==> src/common/pa_bus_pkg.sv <==
/*
	Select encodings for the W bus, the A bus and the address output.
*/

package pa_bus_pkg;

	// W bus source, feeds every register load
	typedef enum logic [2:0] {
		ws_zero = 3'd0,
		ws_ir   = 3'd1,
		ws_kl   = 3'd2,
		ws_rdt  = 3'd3,
		ws_ki   = 3'd4,
		ws_at   = 3'd5,
		ws_ac   = 3'd6,
		ws_a    = 3'd7
	} w_src_t;

	// A bus source, feeds the ALU
	typedef enum logic [2:0] {
		as_zero = 3'd0,
		as_ir   = 3'd1,
		as_l    = 3'd2,
		as_ar   = 3'd3,
		as_ic   = 3'd4
	} a_src_t;

	// memory address output, both-sources code gives zero
	typedef enum logic [1:0] {
		ds_none  = 2'd0,
		ds_ic    = 2'd1,
		ds_ar    = 2'd2,
		ds_none2 = 2'd3
	} dad_src_t;

endpackage

==> src/common/pa_types_pkg.sv <==
/*
	Datapath types for the P-A arithmetic and address unit.
	Defines the word width, the MSB-first word type and the ALU opcodes.
	Blocks and the testbench refer to these by scoped name.
*/

package pa_types_pkg;

	// data word width, bit 0 is the most significant
	localparam int word_w = 16;

	typedef logic [0:word_w-1] word_t;

	// ALU function select
	typedef enum logic [2:0] {
		op_add    = 3'd0,
		// ac minus a, carry set when no borrow
		op_sub    = 3'd1,
		op_and    = 3'd2,
		op_or     = 3'd3,
		op_xor    = 3'd4,
		op_pass_a = 3'd5,
		op_inc_a  = 3'd6
	} alu_op_t;

endpackage
==> src/common/pa_data_if.sv <==
/*
	Internal datapath words of the P-A unit.
	Each block connects through its own modport and drives one group of words.
*/

interface pa_data_if;

	pa_types_pkg::word_t w;
	pa_types_pkg::word_t a;
	pa_types_pkg::word_t f;
	pa_types_pkg::word_t at;
	pa_types_pkg::word_t ac;
	pa_types_pkg::word_t ar;
	pa_types_pkg::word_t ic;

	modport bus_w (output w, input at, ac, a);

	modport bus_a (output a, input ar, ic);

	modport alu (output f, input a, ac);

	modport at_reg (output at, input f);

	modport regs (output ac, ar, ic, input w);

endinterface

==> src/source/pa.sv <==
/*
	Top level of the P-A arithmetic and address unit.
	Connects the bus multiplexers, the ALU and the registers through
	the internal datapath interface.
*/

module pa #(
	parameter int word_w = pa_types_pkg::word_w
) (
	input logic __clk,
	input logic rst_n,
	input pa_bus_pkg::w_src_t w_sel,
	input pa_bus_pkg::a_src_t a_sel,
	input pa_bus_pkg::dad_src_t dsel,
	input pa_types_pkg::alu_op_t op,
	input logic [0:word_w-1] ir,
	input logic [0:word_w-1] kl,
	input logic [0:word_w-1] rdt,
	input logic [0:word_w-1] ki,
	input logic [0:word_w-1] l,
	input logic w_dt,
	input logic as2,
	input logic strob1,
	input logic strob2,
	input logic w_ac,
	input logic w_ar,
	input logic w_ic,
	input logic arp1,
	input logic arm4,
	input logic icp1,
	input logic off,
	input logic barnb,
	input logic at_load,
	input logic at_shift,
	input logic eat0,
	output logic [0:word_w-1] w,
	output logic [0:word_w-1] ddt,
	output logic [0:word_w-1] dad,
	output logic carry,
	output logic s0,
	output logic wzi,
	output logic at15,
	output logic arz,
	output logic zga
);

	pa_data_if data();

	bus_w #(.word_w(word_w)) bus_w_i (
		.sel(w_sel), .ir(ir), .kl(kl), .rdt(rdt), .ki(ki),
		.w_dt(w_dt), .ddt(ddt), .data(data)
	);

	bus_a #(.word_w(word_w)) bus_a_i (
		.sel(a_sel), .ir(ir), .l(l), .data(data)
	);

	alu #(.word_w(word_w)) alu_i (
		.__clk(__clk), .rst_n(rst_n), .op(op), .as2(as2), .strob1(strob1),
		.carry(carry), .s0(s0), .wzi(wzi), .data(data)
	);

	at_reg #(.word_w(word_w)) at_i (
		.__clk(__clk), .rst_n(rst_n), .at_load(at_load), .at_shift(at_shift),
		.eat0(eat0), .at15(at15), .data(data)
	);

	pa_regs #(.word_w(word_w)) regs_i (
		.__clk(__clk), .rst_n(rst_n), .as2(as2), .strob1(strob1), .strob2(strob2),
		.w_ac(w_ac), .w_ar(w_ar), .w_ic(w_ic), .arp1(arp1), .arm4(arm4),
		.icp1(icp1), .off(off), .barnb(barnb), .dsel(dsel), .kl(kl),
		.dad(dad), .arz(arz), .zga(zga), .data(data)
	);

	assign w = data.w;

endmodule

==> src/source/pa_regs.sv <==
/*
	AC, AR and IC registers of the P-A unit with their strobe gating.
	Also forms arz, the memory address dad and the key compare zga.
	Loads are taken in phase A (strob1, as2 low) or phase B (strob2, as2 high).
*/

module pa_regs #(
	parameter int word_w = pa_types_pkg::word_w
) (
	input logic __clk,
	input logic rst_n,
	input logic as2,
	input logic strob1,
	input logic strob2,
	input logic w_ac,
	input logic w_ar,
	input logic w_ic,
	input logic arp1,
	input logic arm4,
	input logic icp1,
	input logic off,
	input logic barnb,
	input pa_bus_pkg::dad_src_t dsel,
	input pa_types_pkg::word_t kl,
	output pa_types_pkg::word_t dad,
	output logic arz,
	output logic zga,
	pa_data_if.regs data
);

	logic phase_a;
	logic phase_b;
	logic load_ok;

	assign phase_a = strob1 & ~as2;
	assign phase_b = strob2 & as2;
	assign load_ok = phase_a | phase_b;

	// accumulator
	always_ff @(posedge __clk or negedge rst_n) begin
		if (!rst_n) begin
			data.ac <= '0;
		end else if (w_ac && load_ok) begin
			data.ac <= data.w;
		end
	end

	// address register, load then +1 then -4
	always_ff @(posedge __clk or negedge rst_n) begin
		if (!rst_n) begin
			data.ar <= '0;
		end else if (w_ar && load_ok) begin
			data.ar <= data.w;
		end else if (arp1 && phase_a) begin
			data.ar <= data.ar + word_w'(1);
		end else if (arm4 && phase_a) begin
			data.ar <= data.ar - word_w'(4);
		end
	end

	// instruction counter, off overrides everything
	always_ff @(posedge __clk or negedge rst_n) begin
		if (!rst_n) begin
			data.ic <= '0;
		end else if (off) begin
			data.ic <= '0;
		end else if (w_ic && load_ok) begin
			data.ic <= data.w;
		end else if (icp1 && strob1) begin
			data.ic <= data.ic + word_w'(1);
		end
	end

	assign arz = (data.ar == '0);

	always_comb begin
		case (dsel)
			pa_bus_pkg::ds_ic: dad = data.ic;
			pa_bus_pkg::ds_ar: dad = data.ar;
			default: dad = '0;
		endcase
	end

	// key compare, bit 0 taken from the inverted barnb
	assign zga = (kl == {~barnb, dad[1:word_w-1]});

endmodule

==> src/source/at_reg.sv <==
/*
	AT register of the P-A unit.
	Loads the ALU result or shifts right by one with eat0 entering bit 0.
*/

module at_reg #(
	parameter int word_w = pa_types_pkg::word_w
) (
	input logic __clk,
	input logic rst_n,
	input logic at_load,
	input logic at_shift,
	input logic eat0,
	output logic at15,
	pa_data_if.at_reg data
);

	// load wins over shift
	always_ff @(posedge __clk or negedge rst_n) begin
		if (!rst_n) begin
			data.at <= '0;
		end else if (at_load) begin
			data.at <= data.f;
		end else if (at_shift) begin
			data.at <= {eat0, data.at[0:word_w-2]};
		end
	end

	// next bit to leave on a shift
	assign at15 = data.at[word_w-1];

endmodule

==> src/source/alu.sv <==
/*
	16-bit ALU of the P-A unit, with carry out and zero detection.
	f is combinational from a and ac; wzi keeps the zero result,
	sampled when as2 and strob1 are both high.
*/

module alu #(
	parameter int word_w = pa_types_pkg::word_w
) (
	input logic __clk,
	input logic rst_n,
	input pa_types_pkg::alu_op_t op,
	input logic as2,
	input logic strob1,
	output logic carry,
	output logic s0,
	output logic wzi,
	pa_data_if.alu data
);

	localparam logic [0:word_w] one = 1;

	// bit 0 holds the carry out
	logic [0:word_w] sum;
	logic zsum;

	always_comb begin
		case (op)
			pa_types_pkg::op_add:
				sum = {1'b0, data.a} + {1'b0, data.ac};
			// two's complement, carry out means no borrow
			pa_types_pkg::op_sub:
				sum = {1'b0, data.ac} + {1'b0, ~data.a} + one;
			pa_types_pkg::op_and:
				sum = {1'b0, data.a & data.ac};
			pa_types_pkg::op_or:
				sum = {1'b0, data.a | data.ac};
			pa_types_pkg::op_xor:
				sum = {1'b0, data.a ^ data.ac};
			pa_types_pkg::op_pass_a:
				sum = {1'b0, data.a};
			pa_types_pkg::op_inc_a:
				sum = {1'b0, data.a} + one;
			default:
				sum = '0;
		endcase
	end

	assign data.f = sum[1:word_w];
	assign carry = sum[0];
	assign s0 = data.f[0];
	assign zsum = (data.f == '0);

	// adder zero flag
	always_ff @(posedge __clk or negedge rst_n) begin
		if (!rst_n) begin
			wzi <= 1'b0;
		end else if (as2 && strob1) begin
			wzi <= zsum;
		end
	end

endmodule

==> src/source/bus_a.sv <==
/*
	A bus multiplexer of the P-A unit.
	Routes a register or an input word to the ALU's A operand.
*/

module bus_a #(
	parameter int word_w = pa_types_pkg::word_w
) (
	input pa_bus_pkg::a_src_t sel,
	input pa_types_pkg::word_t ir,
	input pa_types_pkg::word_t l,
	pa_data_if.bus_a data
);

	// short operand is the low byte of ir
	logic sign;

	assign sign = ir[word_w-8];

	always_comb begin
		case (sel)
			pa_bus_pkg::as_ir: data.a = {{(word_w-8){sign}}, ir[word_w-8:word_w-1]};
			pa_bus_pkg::as_l: data.a = l;
			pa_bus_pkg::as_ar: data.a = data.ar;
			pa_bus_pkg::as_ic: data.a = data.ic;
			default: data.a = '0;
		endcase
	end

endmodule

==> src/source/bus_w.sv <==
/*
	W bus multiplexer of the P-A unit.
	Picks the source for all register loads and gates it onto ddt.
*/

module bus_w #(
	parameter int word_w = pa_types_pkg::word_w
) (
	input pa_bus_pkg::w_src_t sel,
	input pa_types_pkg::word_t ir,
	input pa_types_pkg::word_t kl,
	input pa_types_pkg::word_t rdt,
	input pa_types_pkg::word_t ki,
	input logic w_dt,
	output pa_types_pkg::word_t ddt,
	pa_data_if.bus_w data
);

	always_comb begin
		case (sel)
			pa_bus_pkg::ws_ir: data.w = ir;
			pa_bus_pkg::ws_kl: data.w = kl;
			pa_bus_pkg::ws_rdt: data.w = rdt;
			pa_bus_pkg::ws_ki: data.w = ki;
			pa_bus_pkg::ws_at: data.w = data.at;
			pa_bus_pkg::ws_ac: data.w = data.ac;
			pa_bus_pkg::ws_a: data.w = data.a;
			default: data.w = '0;
		endcase
	end

	// data output driven only while w_dt is up
	assign ddt = data.w & {word_w{w_dt}};

endmodule

==> config.mk <==
export PLATFORM = sky130hd
export DESIGN_NAME = pa
export DESIGN_NICKNAME = d
export VERILOG_FILES = /design/src/common/pa_bus_pkg.sv /design/src/common/pa_types_pkg.sv /design/src/common/pa_data_if.sv /design/src/source/pa.sv /design/src/source/pa_regs.sv /design/src/source/at_reg.sv /design/src/source/alu.sv /design/src/source/bus_a.sv /design/src/source/bus_w.sv
export SDC_FILE = /design/constraint.sdc
export NUM_CORES = 1
export LEC_CHECK = 0
export ABC_CLOCK_PERIOD_IN_PS = 3300
export BUFFER_PORTS_ARGS = -buffer_cell sky130_fd_sc_hd__buf_2
export CORE_MARGIN = 3
export CORE_UTILIZATION = 35
export DETAILED_ROUTE_END_ITERATION = 7
export GPL_TIMING_DRIVEN = 1
export PLACE_DENSITY = 0.65
export SYNTH_ARGS = -nofsm -noshare
export SYNTH_HDL_FRONTEND = slang
export SYNTH_SLANG_ARGS = --single-unit
==> constraint.sdc <==
create_clock -name __clk -period 3.3 [get_ports __clk]
set_input_delay 0.33 -clock __clk [delete_from_list [all_inputs] [get_ports __clk]]
set_output_delay 0.33 -clock __clk [all_outputs]
set_load 0.005 [all_outputs]
Word level (Yosys, flattened, before mapping):

Index checks and enable logic that the tools add are counted.

* register bits after elaboration: 65
* input port bits: 108
* output and inout bits: 54

* add/sub/neg operators: 7
* equality and inequality tests: 20
* mux-type cells: 12
* bitwise logic cells: 10
* reductions and logical operators: 13

Operator list (count)
* 2-to-1 mux 16 bit: 8
* one-hot mux 17 bit (7 select lines): 1
* one-hot mux 16 bit (7 select lines): 1
* one-hot mux 16 bit (4 select lines): 1
* adder 16 x 16 -> 17 bit: 2
* adder 16 x 1 -> 16 bit, second input constant: 2
* AND 16 bit: 2
* zero test 16 bit: 2
* one-hot mux 16 bit (2 select lines): 1
* equality test 3 bit, second input constant: 8
* equality test 3 x 2 -> 1 bit, second input constant: 6
* adder 16 x 1 -> 17 bit, second input constant: 1
* adder 17 x 1 -> 17 bit, second input constant: 1
* equality test 16 bit: 1
* inverter 16 bit: 1
* bitwise OR 16 bit: 1
* subtractor 16 x 3 -> 16 bit, second input constant: 1
* bitwise XOR 16 bit: 1
* equality test 3 x 1 -> 1 bit, second input constant: 3
* logical AND 1 bit: 7
* nonzero test 3 bit: 2
* zero test 3 bit: 1
* AND 1 bit: 2
* equality test 2 x 1 -> 1 bit, second input constant: 1
* 4 further kinds: 5

Depth between registers and ports, before layout:

Gate-level depths: netlist of the first run.

* depth after elaboration: 7
* gate-level depth with buffers: 16
* gate-level depth less buffers: 14

Hierarchy:

Synthesis of the first run repeated with hierarchy kept, for this count alone.

* cell total of the unflattened synthesis: 1037
* area total of the unflattened synthesis: 8600.7 um^2

Modules (own cells, without submodules)
* pa_regs: instances 1, cells an instance 343, area an instance 3094.2 um^2, seq. area each 1201.2 um^2
* alu: instances 1, cells an instance 407, area an instance 3005.4 um^2, seq. area each 25.0 um^2
* bus_w: instances 1, cells an instance 146, area an instance 1087.3 um^2, seq. area each 0.0 um^2
* at_reg: instances 1, cells an instance 70, area an instance 752.0 um^2, seq. area each 400.4 um^2
* bus_a: instances 1, cells an instance 71, area an instance 661.9 um^2, seq. area each 0.0 um^2

Worst setup path after synthesis of the first run:

No wires, ideal clock.

* path type: input-to-reg
* start point: input a_sel[1]
* end point: register alu_i.wzi
* setup time: 0.092 ns
* arrival time: 3.366 ns
* required time: 3.208 ns
* setup slack: -0.158 ns
* stages on the path: 15
* buffers on the path: 1
* cell sequence: clkbuf_1 -> or2_2 -> o221ai_1 -> ha_1 -> inv_1 -> fa_1 -> nor2b_1 -> o31a_1 -> xnor2_1 -> a221oi_1 -> o31a_1 -> and4_1 -> and4_1 -> nand4_1 -> o31ai_2

* word-level cells in the longest chain between the ends: 7

Ends and longest elaborated chain
* start: declaration: RTL line pa.sv:13 `input pa_bus_pkg::a_src_t a_sel,`
* equality test 3 bit (tied with other cells): RTL line bus_a.sv:21 `case (sel)`
* one-hot mux 16 bit (4 select lines) (*): RTL line bus_a.sv:21
* inverter 16 bit: RTL line alu.sv:33 `sum = {1'b0, data.ac} + {1'b0, ~data.a} + one;`
* adder 16 x 16 -> 17 bit: RTL line alu.sv:33
* adder 17 x 1 -> 17 bit: RTL line alu.sv:33
* one-hot mux 17 bit (7 select lines) (*): RTL line alu.sv:28 `case (op)`
* zero test 16 bit (*): RTL line alu.sv:52 `assign zsum = (data.f == '0);`
* end signal: assignment: RTL line alu.sv:59 `wzi <= zsum;`
* end: declaration: RTL line alu.sv:17 `output logic wzi,`

Mark *: on every way between the ends. The rest lies on a longest branch, timed or not.
A chain may end at the register's enable or synchronous reset.

Final worst setup path of the first run:

* start point: input a_sel[2]
* end point: output s0

* word-level cells in the longest chain between the ends: 6

Ends and longest elaborated chain
* equality test 3 bit (tied with other cells): RTL line bus_a.sv:21
* one-hot mux 16 bit (4 select lines) (*): RTL line bus_a.sv:21
* inverter 16 bit: RTL line alu.sv:33
* adder 16 x 16 -> 17 bit: RTL line alu.sv:33
* adder 17 x 1 -> 17 bit: RTL line alu.sv:33
* one-hot mux 17 bit (7 select lines) (*): RTL line alu.sv:28
* end: declaration: RTL line pa.sv:40 `output logic s0,`

Marked as above.

==> flow_results.xml, run 1 <==
<?xml version="1.0" encoding="UTF-8"?>
<metrics>
  <group name="timing">
    <metric name="fin_crit" unit="ns">3.54</metric>
    <metric name="setup_viol" unit="">2</metric>
    <metric name="final.period_utilization" unit="%">107</metric>
    <metric name="rsz0062_at_grt" unit="">yes</metric>
    <metric name="final-hold-violation-count" unit="">0</metric>
    <metric name="slew_margin_rel" unit="%">16.8</metric>
    <metric name="worst_slew_pin_slew" unit="ns">1.25</metric>
    <metric name="finalSetupTns" unit="ns">-0.436</metric>
    <metric name="timing_max_transition_violations_final" unit="">0</metric>
    <metric name="f_max" unit="MHz">282</metric>
    <metric name="finalWorstSetupSlack" unit="ns">-0.241</metric>
    <metric name="timing.clock.skew" unit="ns">0.00879</metric>
  </group>
  <group name="critical_path">
    <metric name="endpoint_kind" unit="">primary output</metric>
    <metric name="startpoint_type" unit="">input port</metric>
    <metric name="crit_path_max_fanout" unit="">6</metric>
    <metric name="data_required_time_at_the_worst_endpoint" unit="ns">2.97</metric>
    <metric name="ff2ff_path_depth" unit="">15</metric>
    <metric name="reg2reg_from" unit="">regs_i.data.ar[5]</metric>
    <metric name="criticalPathCategory" unit="">in -&gt; out</metric>
    <metric name="cp_data_arrival_time" unit="ns">3.21</metric>
    <metric name="r2r_end" unit="">alu_i.wzi</metric>
    <metric name="reg2reg_slack" unit="ns">0.01</metric>
  </group>
  <group name="yosys">
    <metric name="synth.ff_latch_count" unit="">65</metric>
    <metric name="synth_top_family_by_area" unit="">compound AO/OA/AOI/OAI gates</metric>
    <metric name="yosysSeqAreaShare" unit="%">19.6</metric>
    <metric name="synth-compound-area-share" unit="%">26.9</metric>
    <metric name="yosys.area_share.xor_xnor" unit="%">5.91</metric>
    <metric name="synth_edf_count" unit="">0</metric>
    <metric name="async_reset_ff_share" unit="%">100</metric>
    <metric name="synth.avg_cell_area" unit="um^2">7.92</metric>
    <metric name="synth_simple_gate_area_share" unit="%">19.4</metric>
    <metric name="synth_cell_type_count" unit="">80</metric>
    <metric name="synth_adder_area_share" unit="%">11.3</metric>
    <metric name="synth_fp_nets" unit="">1229</metric>
    <metric name="synthMuxAreaShare" unit="%">10.5</metric>
    <metric name="yosys_warnings" unit="">0</metric>
    <metric name="ys.flop_type" unit="">dfrtp_1</metric>
    <metric name="postSynthCellCount" unit="">1047</metric>
    <metric name="mappedNetlistArea" unit="mm^2">0.00829</metric>
  </group>
  <group name="global_route">
    <metric name="globalRouteMet1Util" unit="%">36.5</metric>
    <metric name="antenna_violations_before_repair" unit="">1</metric>
    <metric name="grtUsageMet2" unit="%">41.9</metric>
    <metric name="grt_use_total" unit="%">26.6</metric>
    <metric name="grt_busiest_layer" unit="">met2</metric>
    <metric name="vias_in_the_first_global_route" unit="">9176</metric>
    <metric name="grt_overflow_total" unit="">0</metric>
    <metric name="grt_first_pass_wirelength" unit="um">53300</metric>
    <metric name="met3_usage" unit="%">5.40</metric>
    <metric name="grt_start_max_net_pins" unit="">33</metric>
  </group>
  <group name="route">
    <metric name="first_pass_iters" unit="">5</metric>
    <metric name="antenna_violating_nets_post_route" unit="">0</metric>
    <metric name="vias_per_cell" unit="">5.79</metric>
    <metric name="drt_first_iter_violations" unit="">1010</metric>
    <metric name="routed_wire_per_std_cell" unit="um">21.2</metric>
    <metric name="detail_route.drc_violations" unit="">0</metric>
    <metric name="postRouteWirelength" unit="um">35200</metric>
    <metric name="via_count" unit="">9627</metric>
  </group>
  <group name="finish">
    <metric name="layout.cells.most_common" unit="">buf_4</metric>
    <metric name="register_area" unit="mm^2">0.00163</metric>
    <metric name="post_route_cells_drive_above_1_share" unit="%">35.5</metric>
    <metric name="layout_area_overhead" unit="%">38.1</metric>
    <metric name="nets" unit="">1527</metric>
    <metric name="area_of_the_multi_input_gates" unit="mm^2">0.00650</metric>
    <metric name="antenna_cells_inserted" unit="">0</metric>
    <metric name="instances_no_fill" unit="">1663</metric>
    <metric name="most-common-layout-cells" unit="">buf_4, buf_2, nor2_1</metric>
    <metric name="fillCellCount" unit="">2306</metric>
  </group>
  <group name="placed_design">
    <metric name="place_inst" unit="">1635</metric>
    <metric name="io_buffers" unit="">161</metric>
    <metric name="dp_hpwl" unit="um">28000</metric>
    <metric name="routabilityCongestion" unit="">0.967</metric>
  </group>
  <group name="clocking">
    <metric name="cts.clk_slew.worst_paths" unit="ns">0.06</metric>
    <metric name="tritoncts.num_buffers" unit="">9</metric>
    <metric name="cts.sinks" unit="">65</metric>
    <metric name="worstSkewPairLatency" unit="ns">0.35</metric>
    <metric name="root_buffer" unit="">clkbuf_16</metric>
    <metric name="clockBufferDepth" unit="">2</metric>
    <metric name="cts_tree" unit="">done</metric>
    <metric name="ctsHtreeMaxLevel" unit="">3</metric>
  </group>
  <group name="floorplanning">
    <metric name="floorplan.io_pins" unit="">162</metric>
    <metric name="rows" unit="">55</metric>
    <metric name="initial_core_util" unit="%">36.1</metric>
    <metric name="chipWidth" unit="um">160</metric>
    <metric name="core_region_area" unit="mm^2">0.0230</metric>
    <metric name="chipHeight" unit="um">160</metric>
    <metric name="die_area" unit="mm^2">0.0256</metric>
  </group>
  <group name="power_and_ir_drop">
    <metric name="power.leakage" unit="nW">5.19</metric>
    <metric name="irDropWorstVdd" unit="uV">304</metric>
    <metric name="pwr_density_cell" unit="mW/mm^2">478</metric>
  </group>
  <group name="run_status">
    <metric name="failed_checks" unit="">negative setup slack</metric>
    <metric name="status" unit="">finished, violations left</metric>
  </group>
  <group name="flow_run">
    <metric name="max_cap_violations" unit="">0</metric>
  </group>
  <group name="worst_hold_path">
    <metric name="min_path_type" unit="">in -&gt; async</metric>
  </group>
</metrics>
[Yosys cell counts (all sizes together), types with 34 or more instances]
cell type	number	share of area (%)
dfrtp	65	20
a22oi	45	4.1
nor2b	34	2.6
nor2	98	4.4
a21oi	89	5.4
a211oi	40	3.6
nand2	62	2.8
ha	72	11
clkbuf	56	2.5
o21ai	52	3.1
inv	61	2.8
xnor2	39	4.1
[metrics by stage]
stage / cell area (um^2) / util (%) / setup WS (ns) / hold WS, ns / power (mW)
final: 11500 / 49.8 / -0.241 / 0.0470 / 5.47
after global routing: 11500 / 49.8 / -0.344 / 0.0895 / 5.81
after CTS: 11200 / 48.8 / -0.212 / 0.0677 / 5.34
after detailed placement: 10700 / 46.3 / -0.418 / 0.437 / 4.00
after global placement: 10700 / 46.3 / -0.318 / 0.426 / 3.98
after floorplan: 8350 / - / 0.00482 / 0.0344 / 2.73
[final cells by class]
type,instances,share of cell area [%]
Tap cell,313,3.42
Timing Repair Buffer,360,20.5
Sequential cell,65,14.2
Clock buffer,11,2.03
Multi-Input combinational cell,847,56.7
Clock inverter,5,1.11
Inverter,62,2.03
[logic make-up (layout without fill, tap and decap cells)]
kind of cell	count (synthesis)	count (layout)
AOI/OAI and AO/OA	334	334
adders and majority gates	74	74
buffers and inverters	135	438
xor gates and xnor gates	56	56
DFF	65	65
muxes	64	64
and+or+nand+nor	319	319
[timing repair]
| item | 4_1_cts | 5_1_grt |
|---|---|---|
| pin swaps | 17 | 18 |
| endpoints found under the hold margin | 0 | 0 |
| cloned | 0 | 0 |
| setup buffers | 6 | 7 |
| hold buffers | 0 | 0 |
| gates resized for setup | 29 | 34 |
| endpoints found under the setup margin | 4 | 6 |
[critical path: stages]
cell and delay (ns):
buf_2 0.14, buf_6 0.13, or4bb_1 0.51, o221a_4 0.16
inv_2 0.10, ha_4 0.23, and4_1 0.17, a21o_1 0.15
o21a_1 0.21, o21bai_4 0.17, nand2_2 0.09, a311oi_2 0.31
xor2_1 0.12, o211ai_2 0.22, buf_2 0.16
[metal layers]
layer,vias up,wire [um]
li1,4461,-
met1,4597,15100
met2,495,15800
met3,72,3140
met4,2,1150
met5,-,13
[power by group]
group	switching, mW	internal, mW	total [mW]
clock network	0.405	0.816	1.22
logic	1.64	1.50	3.13
registers	0.174	0.947	1.12
total	2.22	3.26	5.47
[worst max path at each step]
stage	start	end	slack, ns	depth (start not counted)
final	a_sel[2]	s0	-0.24	15
after global routing	a_sel[2]	s0	-0.34	15
after CTS	a_sel[0]	carry	-0.21	17
after detailed placement	a_sel[0]	at_i.data.at[14]	-0.42	15
after global placement	a_sel[0]	carry	-0.32	17
after floorplan	a_sel[2]	s0	0.005	14
(Power assumes the default switching activity.)
==> inputs of run 2 (changes only) <==
--- a/config.mk
+++ b/config.mk
@@ -8,10 +8,11 @@
 export ABC_CLOCK_PERIOD_IN_PS = 3300
 export BUFFER_PORTS_ARGS = -buffer_cell sky130_fd_sc_hd__buf_2
 export CORE_MARGIN = 3
-export CORE_UTILIZATION = 35
+export CORE_UTILIZATION = 52
 export DETAILED_ROUTE_END_ITERATION = 7
 export GPL_TIMING_DRIVEN = 1
-export PLACE_DENSITY = 0.65
+export PLACE_DENSITY = 0.87
+export SLEW_MARGIN = 40
 export SYNTH_ARGS = -nofsm -noshare
 export SYNTH_HDL_FRONTEND = slang
 export SYNTH_SLANG_ARGS = --single-unit
==> run 2 against run 1 <==
Net effect: sequential cell count unchanged; first-iteration DRC count up 50%; highest routed layer unchanged; setup slack worse by 0.13 ns; hold slack better by 0.29 ns; largest cell class unchanged; the run still ends with negative setup slack left; power decreased by 0.13%; largest power group unchanged.
==> flow_results.xml, run 2 (synthesis results as in run 1) <==
<?xml version="1.0" encoding="UTF-8"?>
<metrics>
  <group name="clocking">
    <metric name="cts_tree" unit="">done</metric>
    <metric name="worstSkewPairLatency" unit="ns">0.34</metric>
    <metric name="cts.clk_slew.worst_paths" unit="ns">0.06</metric>
    <metric name="tritoncts.num_buffers" unit="">9</metric>
    <metric name="cts.sinks" unit="">65</metric>
    <metric name="root_buffer" unit="">clkbuf_16</metric>
    <metric name="clockBufferDepth" unit="">2</metric>
    <metric name="ctsHtreeMaxLevel" unit="">3</metric>
  </group>
  <group name="power_and_ir_drop">
    <metric name="irDropWorstVdd" unit="uV">310</metric>
    <metric name="power.leakage" unit="nW">5.22</metric>
    <metric name="p_comb_share" unit="%">61.8</metric>
    <metric name="clockPowerShare" unit="%">17.7</metric>
    <metric name="pwr_density_cell" unit="mW/mm^2">478</metric>
    <metric name="netSwitchingPower" unit="mW">2.31</metric>
    <metric name="p_total" unit="mW">5.47</metric>
    <metric name="power_frac_seq" unit="%">20.5</metric>
    <metric name="power.internal" unit="mW">3.16</metric>
    <metric name="power.switching_fraction" unit="%">42.2</metric>
  </group>
  <group name="finish">
    <metric name="layout.cells.most_common" unit="">buf_4</metric>
    <metric name="fillCellCount" unit="">1160</metric>
    <metric name="area_of_the_multi_input_gates" unit="mm^2">0.00665</metric>
    <metric name="stdcell_area" unit="mm^2">0.0114</metric>
    <metric name="antenna_cells_inserted" unit="">0</metric>
    <metric name="register_area" unit="mm^2">0.00163</metric>
    <metric name="most-common-layout-cells" unit="">buf_4, buf_2, nor2_1</metric>
    <metric name="layout_area_overhead" unit="%">37.8</metric>
    <metric name="post_route_cells_drive_above_1_share" unit="%">36.9</metric>
    <metric name="instances_no_fill" unit="">1558</metric>
    <metric name="nets" unit="">1526</metric>
  </group>
  <group name="timing">
    <metric name="finalHoldWorstSlack" unit="ns">0.341</metric>
    <metric name="setup_viol" unit="">4</metric>
    <metric name="fin_crit" unit="ns">3.67</metric>
    <metric name="worst_slew_pin_slew" unit="ns">0.982</metric>
    <metric name="slew_margin_rel" unit="%">34.3</metric>
    <metric name="timing_max_transition_violations_final" unit="">0</metric>
    <metric name="final-hold-violation-count" unit="">0</metric>
    <metric name="f_max" unit="MHz">272</metric>
    <metric name="rsz0062_at_grt" unit="">yes</metric>
    <metric name="finalWorstSetupSlack" unit="ns">-0.370</metric>
    <metric name="timing.clock.skew" unit="ns">0.0104</metric>
    <metric name="final.period_utilization" unit="%">111</metric>
  </group>
  <group name="placed_design">
    <metric name="pre_cts_ws" unit="ns">-0.518</metric>
    <metric name="placedInstanceArea" unit="mm^2">0.0105</metric>
    <metric name="dp_hpwl" unit="um">25200</metric>
    <metric name="io_buffers" unit="">161</metric>
    <metric name="routabilityCongestion" unit="">1.04</metric>
    <metric name="place_inst" unit="">1522</metric>
  </group>
  <group name="flow_run">
    <metric name="max_cap_violations" unit="">0</metric>
  </group>
  <group name="global_route">
    <metric name="grt_first_pass_wirelength" unit="um">51900</metric>
    <metric name="grt_overflow_total" unit="">0</metric>
    <metric name="grt_start_max_net_pins" unit="">40</metric>
    <metric name="grt_use_total" unit="%">36.5</metric>
    <metric name="vias_in_the_first_global_route" unit="">9972</metric>
    <metric name="antenna_violations_before_repair" unit="">1</metric>
  </group>
  <group name="route">
    <metric name="vias_per_cell" unit="">6.64</metric>
    <metric name="routed_wire_per_std_cell" unit="um">22.3</metric>
    <metric name="detail_route.drc_violations" unit="">0</metric>
    <metric name="drt_first_iter_violations" unit="">1512</metric>
    <metric name="first_pass_iters" unit="">6</metric>
    <metric name="antenna_violating_nets_post_route" unit="">0</metric>
    <metric name="postRouteWirelength" unit="um">34700</metric>
    <metric name="via_count" unit="">10339</metric>
  </group>
  <group name="critical_path">
    <metric name="cp_data_arrival_time" unit="ns">3.34</metric>
    <metric name="data_required_time_at_the_worst_endpoint" unit="ns">2.97</metric>
    <metric name="startpoint_type" unit="">register</metric>
    <metric name="crit_path_max_fanout" unit="">3</metric>
    <metric name="reg2reg_slack" unit="ns">-0.13</metric>
    <metric name="criticalPathCategory" unit="">reg -&gt; out</metric>
    <metric name="endpoint_kind" unit="">primary output</metric>
  </group>
  <group name="floorplanning">
    <metric name="die_area" unit="mm^2">0.0175</metric>
    <metric name="chipWidth" unit="um">132</metric>
    <metric name="rows" unit="">45</metric>
    <metric name="core_region_area" unit="mm^2">0.0154</metric>
    <metric name="initial_core_util" unit="%">53.8</metric>
    <metric name="chipHeight" unit="um">132</metric>
    <metric name="floorplan.io_pins" unit="">162</metric>
  </group>
  <group name="run_status">
    <metric name="status" unit="">finished, violations left</metric>
    <metric name="failed_checks" unit="">negative setup slack</metric>
  </group>
  <group name="worst_hold_path">
    <metric name="min_path_type" unit="">in -&gt; reg</metric>
  </group>
</metrics>
[run 2: changes by cell type in the layout (fill, tap and decap cells not counted), moves of 3 or more]
| cell | previous run | this run |
|---|---|---|
| o21ai_0 | 38 | 33 |
| nor2b_4 | 1 | 5 |
| ha_2 | 3 | 0 |
| nor2_1 | 98 | 95 |
| o21ai_1 | 12 | 17 |
| a21oi_2 | 4 | 9 |
| a21oi_1 | 85 | 79 |
| buf_4 | 192 | 187 |
| bufinv_16 | 4 | 1 |
[run 2: power by group through the flow]
stage               registers [mW]  logic (mW)  clock network [mW]
floorplan                     1.08        1.65                   0
global placement              1.11        2.77                   0
detailed placement            1.12        2.83                   0
CTS                           1.11        3.09               0.954
global route                  1.14        3.59               0.988
finish                        1.12        3.38               0.966
[run 2: worst paths after layout]
kind,startpoint,end,cells after the start
max in group asynchronous,rst_n,regs_i.data.ic[11],3
min reg2reg,alu_i.wzi,alu_i.wzi,2
max reg2reg,regs_i.data.ic[1],alu_i.wzi,14
max,regs_i.data.ic[1],s0,13
min,eat0,at_i.data.at[15],4
min in group asynchronous,rst_n,regs_i.data.ar[1],2
[run 2: what timing repair did]
item / 4_1_cts / 5_1_grt
resized for setup: 70 / 29
hold endpoints to repair: 7 / 0
endpoints found under the setup margin: 7 / 8
pin swaps: 26 / 28
hold buffers: 1 / 0
buffers inserted: 13 / 11
[run 2: stage by stage]
stage,util [%],setup TNS [ns]
2_1_floorplan,-,0
3_3_place_gp,67.8,-2.67
3_5_place_dp,67.8,-3.50
4_1_cts,72.6,-0.273
5_1_grt,74.1,-1.34
6_report,74.1,-0.666
[run 2: area by class of cell]
| type | instances | share of cell area (%) |
|---|---|---|
| Clock buffer | 11 | 2.12 |
| Sequential cell | 65 | 14.2 |
| Multi-Input combinational cell | 847 | 58.2 |
| Inverter | 62 | 2.04 |
| Clock inverter | 3 | 0.372 |
| Timing Repair Buffer | 359 | 20.7 |
| Tap cell | 211 | 2.31 |
[run 2: metal layers]
layer	vias up	global-route usage [%]	wire, um
met5	-	0	13
met4	2	18.0	1980
met3	199	9.73	4550
met2	895	57.7	15300
met1	4779	46.4	12800
li1	4464	-	-
[run 2: critical path: stages (launching register included)]
cell      delay, ns
dfrtp_1        0.39
a22oi_2        0.20
o22a_2         0.23
ha_4           0.21
or2_1          0.24
a211o_1        0.38
a31oi_4        0.26
a221oi_4       0.11
o31ai_4        0.32
buf_6          0.15
and4_1         0.19
o21ai_1        0.07
o211ai_2       0.10
buf_2          0.14
==> inputs of run 3 (changes only) <==
--- a/config.mk
+++ b/config.mk
@@ -7,8 +7,10 @@
 export LEC_CHECK = 0
 export ABC_CLOCK_PERIOD_IN_PS = 3300
 export BUFFER_PORTS_ARGS = -buffer_cell sky130_fd_sc_hd__buf_2
+export CELL_PAD_IN_SITES_DETAIL_PLACEMENT = 1
+export CELL_PAD_IN_SITES_GLOBAL_PLACEMENT = 1
 export CORE_MARGIN = 3
-export CORE_UTILIZATION = 52
+export CORE_UTILIZATION = 38
 export DETAILED_ROUTE_END_ITERATION = 7
 export GPL_TIMING_DRIVEN = 1
 export PLACE_DENSITY = 0.87
==> run 3 against run 2 <==
Net effect: sequential power is essentially flat; utilization shrank 19 points; clock skew grew 0.0012 ns; setup slack lost 0.072 ns; the run still ends with negative setup slack left; die area grew 35%; clock power shrank 3.8%.
==> flow_results.xml, run 3 (synthesis results as in run 1) <==
<?xml version="1.0" encoding="UTF-8"?>
<metrics>
  <group name="finish">
    <metric name="post_route_cells_drive_above_1_share" unit="%">38.7</metric>
    <metric name="most-common-layout-cells" unit="">buf_4, buf_2, nor2_1</metric>
    <metric name="nets" unit="">1531</metric>
    <metric name="antenna_cells_inserted" unit="">0</metric>
    <metric name="fillCellCount" unit="">2609</metric>
    <metric name="layout_area_overhead" unit="%">39.9</metric>
    <metric name="layout.cells.most_common" unit="">buf_4</metric>
    <metric name="instances_no_fill" unit="">1628</metric>
  </group>
  <group name="global_route">
    <metric name="antenna_violations_before_repair" unit="">0</metric>
    <metric name="grt_start_max_net_pins" unit="">66</metric>
    <metric name="vias_in_the_first_global_route" unit="">10711</metric>
    <metric name="grt_overflow_total" unit="">0</metric>
    <metric name="grt_first_pass_wirelength" unit="um">61500</metric>
    <metric name="grt_use_total" unit="%">32.7</metric>
  </group>
  <group name="clocking">
    <metric name="cts_tree" unit="">done</metric>
    <metric name="clockBufferDepth" unit="">2</metric>
    <metric name="cts.clk_slew.worst_paths" unit="ns">0.05</metric>
    <metric name="root_buffer" unit="">clkbuf_16</metric>
    <metric name="ctsHtreeMaxLevel" unit="">3</metric>
    <metric name="cts.sinks" unit="">65</metric>
    <metric name="cts_hold_buf" unit="">0</metric>
    <metric name="worstSkewPairLatency" unit="ns">0.36</metric>
    <metric name="tritoncts.num_buffers" unit="">9</metric>
  </group>
  <group name="timing">
    <metric name="timing_max_transition_violations_final" unit="">0</metric>
    <metric name="finalHoldWorstSlack" unit="ns">0.0810</metric>
    <metric name="setup_viol" unit="">3</metric>
    <metric name="finalWorstSetupSlack" unit="ns">-0.442</metric>
    <metric name="f_max" unit="MHz">267</metric>
    <metric name="rsz0062_at_grt" unit="">yes</metric>
    <metric name="slew_margin_rel" unit="%">47.5</metric>
    <metric name="final.period_utilization" unit="%">113</metric>
    <metric name="finalSetupTns" unit="ns">-0.916</metric>
    <metric name="final-hold-violation-count" unit="">0</metric>
    <metric name="timing.clock.skew" unit="ns">0.0115</metric>
    <metric name="worst_slew_pin_slew" unit="ns">0.782</metric>
    <metric name="fin_crit" unit="ns">3.74</metric>
  </group>
  <group name="floorplanning">
    <metric name="die_area" unit="mm^2">0.0236</metric>
    <metric name="chipWidth" unit="um">154</metric>
    <metric name="chipHeight" unit="um">154</metric>
    <metric name="rows" unit="">53</metric>
    <metric name="core_region_area" unit="mm^2">0.0212</metric>
    <metric name="floorplan.io_pins" unit="">162</metric>
    <metric name="initial_core_util" unit="%">39.1</metric>
  </group>
  <group name="critical_path">
    <metric name="startpoint_type" unit="">register</metric>
    <metric name="worstPathCellList" unit="">mux2i_2 &gt; o22ai_2 &gt; inv_1 &gt; ha_2 &gt; nor3_1 &gt; o21ai_1 &gt; buf_4 &gt; a21oi_2 &gt; a211oi_2 &gt; buf_4 &gt; o2bb2ai_4 &gt; o21bai_1 &gt; a21oi_1 &gt; o31ai_2 &gt; buf_2</metric>
    <metric name="criticalPathCategory" unit="">reg -&gt; out</metric>
    <metric name="cp_data_arrival_time" unit="ns">3.41</metric>
    <metric name="crit_path_max_fanout" unit="">5</metric>
    <metric name="critical_path_cell_with_the_highest_stage_delay" unit="">dfrtp_1</metric>
    <metric name="endpoint_kind" unit="">primary output</metric>
    <metric name="critical-path-top-cell-by-count" unit="">buf_4</metric>
    <metric name="cpPeakStageDelay" unit="ns">0.41</metric>
    <metric name="data_required_time_at_the_worst_endpoint" unit="ns">2.97</metric>
  </group>
  <group name="run_status">
    <metric name="status" unit="">finished, violations left</metric>
    <metric name="failed_checks" unit="">negative setup slack</metric>
  </group>
  <group name="placed_design">
    <metric name="io_buffers" unit="">161</metric>
    <metric name="dp_hpwl" unit="um">30100</metric>
    <metric name="place_inst" unit="">1583</metric>
    <metric name="routabilityCongestion" unit="">1.00</metric>
  </group>
  <group name="power_and_ir_drop">
    <metric name="power.leakage" unit="nW">5.24</metric>
    <metric name="p_comb_share" unit="%">63.7</metric>
    <metric name="pwr_density_cell" unit="mW/mm^2">491</metric>
    <metric name="clockPowerShare" unit="%">16.3</metric>
    <metric name="power.switching_fraction" unit="%">45.1</metric>
    <metric name="power_frac_seq" unit="%">20.0</metric>
    <metric name="power.internal" unit="mW">3.12</metric>
    <metric name="irDropWorstVdd" unit="uV">305</metric>
    <metric name="netSwitchingPower" unit="mW">2.57</metric>
  </group>
  <group name="route">
    <metric name="first_pass_iters" unit="">8</metric>
    <metric name="vias_per_cell" unit="">6.54</metric>
    <metric name="routed_wire_per_std_cell" unit="um">26.9</metric>
    <metric name="antenna_violating_nets_post_route" unit="">0</metric>
    <metric name="postRouteWirelength" unit="um">43800</metric>
    <metric name="detail_route.drc_violations" unit="">0</metric>
    <metric name="via_count" unit="">10648</metric>
    <metric name="drt_first_iter_violations" unit="">1055</metric>
  </group>
  <group name="flow_run">
    <metric name="max_cap_violations" unit="">0</metric>
  </group>
  <group name="worst_hold_path">
    <metric name="min_path_type" unit="">in -&gt; async</metric>
  </group>
</metrics>
run 3: path summary, 6_finish.rpt:
| check | cells after the start | end | start | slack, ns |
|---|---|---|---|---|
| worst max-delay path | 15 | carry | regs_i.data.ar[3] | -0.44 |
| worst min-delay path | 2 | regs_i.data.ar[5] | rst_n | 0.08 |
| worst max register to register | 13 | alu_i.wzi | regs_i.data.ar[1] | -0.11 |
| worst min register to register | 2 | alu_i.wzi | alu_i.wzi | 0.57 |
| max in group asynchronous | 2 | at_i.data.at[5] | rst_n | 2.73 |
| min in group __clk | 4 | at_i.data.at[15] | eat0 | 0.34 |
run 3: metal layers:
layer / wire length (um) / up-vias / GRT usage, %
li1: - / 4460 / -
met2: 20400 / 766 / 53.7
met4: 2840 / 0 / 14.6
met3: 4130 / 236 / 6.42
met1: 16400 / 5186 / 41.6
met5: 0 / - / 0
run 3: area by class of cell:
cell class	instances	area (um^2)	area share, %
Multi-Input combinational cell	847	6740	58.1
Timing Repair Buffer	364	2390	20.6
Sequential cell	65	1630	14.0
Tap cell	275	344	2.97
Clock buffer	10	239	2.06
Inverter	62	235	2.03
Clock inverter	5	32.5	0.280
run 3: timing repair:
action                     4_1_cts  5_1_grt
buffers inserted                14       23
pin swaps                       29       44
setup endpoints to repair        6       10
resized for setup               60       53
run 3: power groups by stage:
stage / Sequential [mW] / Combinational, mW / Clock (mW)
after floorplan: 1.08 / 1.65 / 0
after global placement: 1.12 / 2.79 / 0
after detailed placement: 1.13 / 2.92 / 0
after CTS: 1.12 / 3.19 / 0.909
after global routing: 1.15 / 3.82 / 0.958
final: 1.14 / 3.63 / 0.929
run 3: worst max-delay path: cells and delay by family, from the launching register on:
family / cells / cell delay, ns
AO/OA/AOI/OAI: 8 / 1.19
buffers and inverters: 4 / 0.62
flip-flops: 1 / 0.41
adder cells (fa/ha/maj): 1 / 0.33
AND/OR/NAND/NOR: 1 / 0.27
multiplexers: 1 / 0.24
run 3: through the flow:
step	setup slack [ns]	power [mW]	utilization, %	area, um^2
detailed placement	-0.535	4.05	49.6	10500
global placement	-0.388	3.91	49.5	10500
CTS	-0.256	5.22	52.8	11200
global route	-0.482	5.93	54.7	11600
floorplan	0.00482	2.73	-	8350
finish	-0.442	5.69	54.7	11600
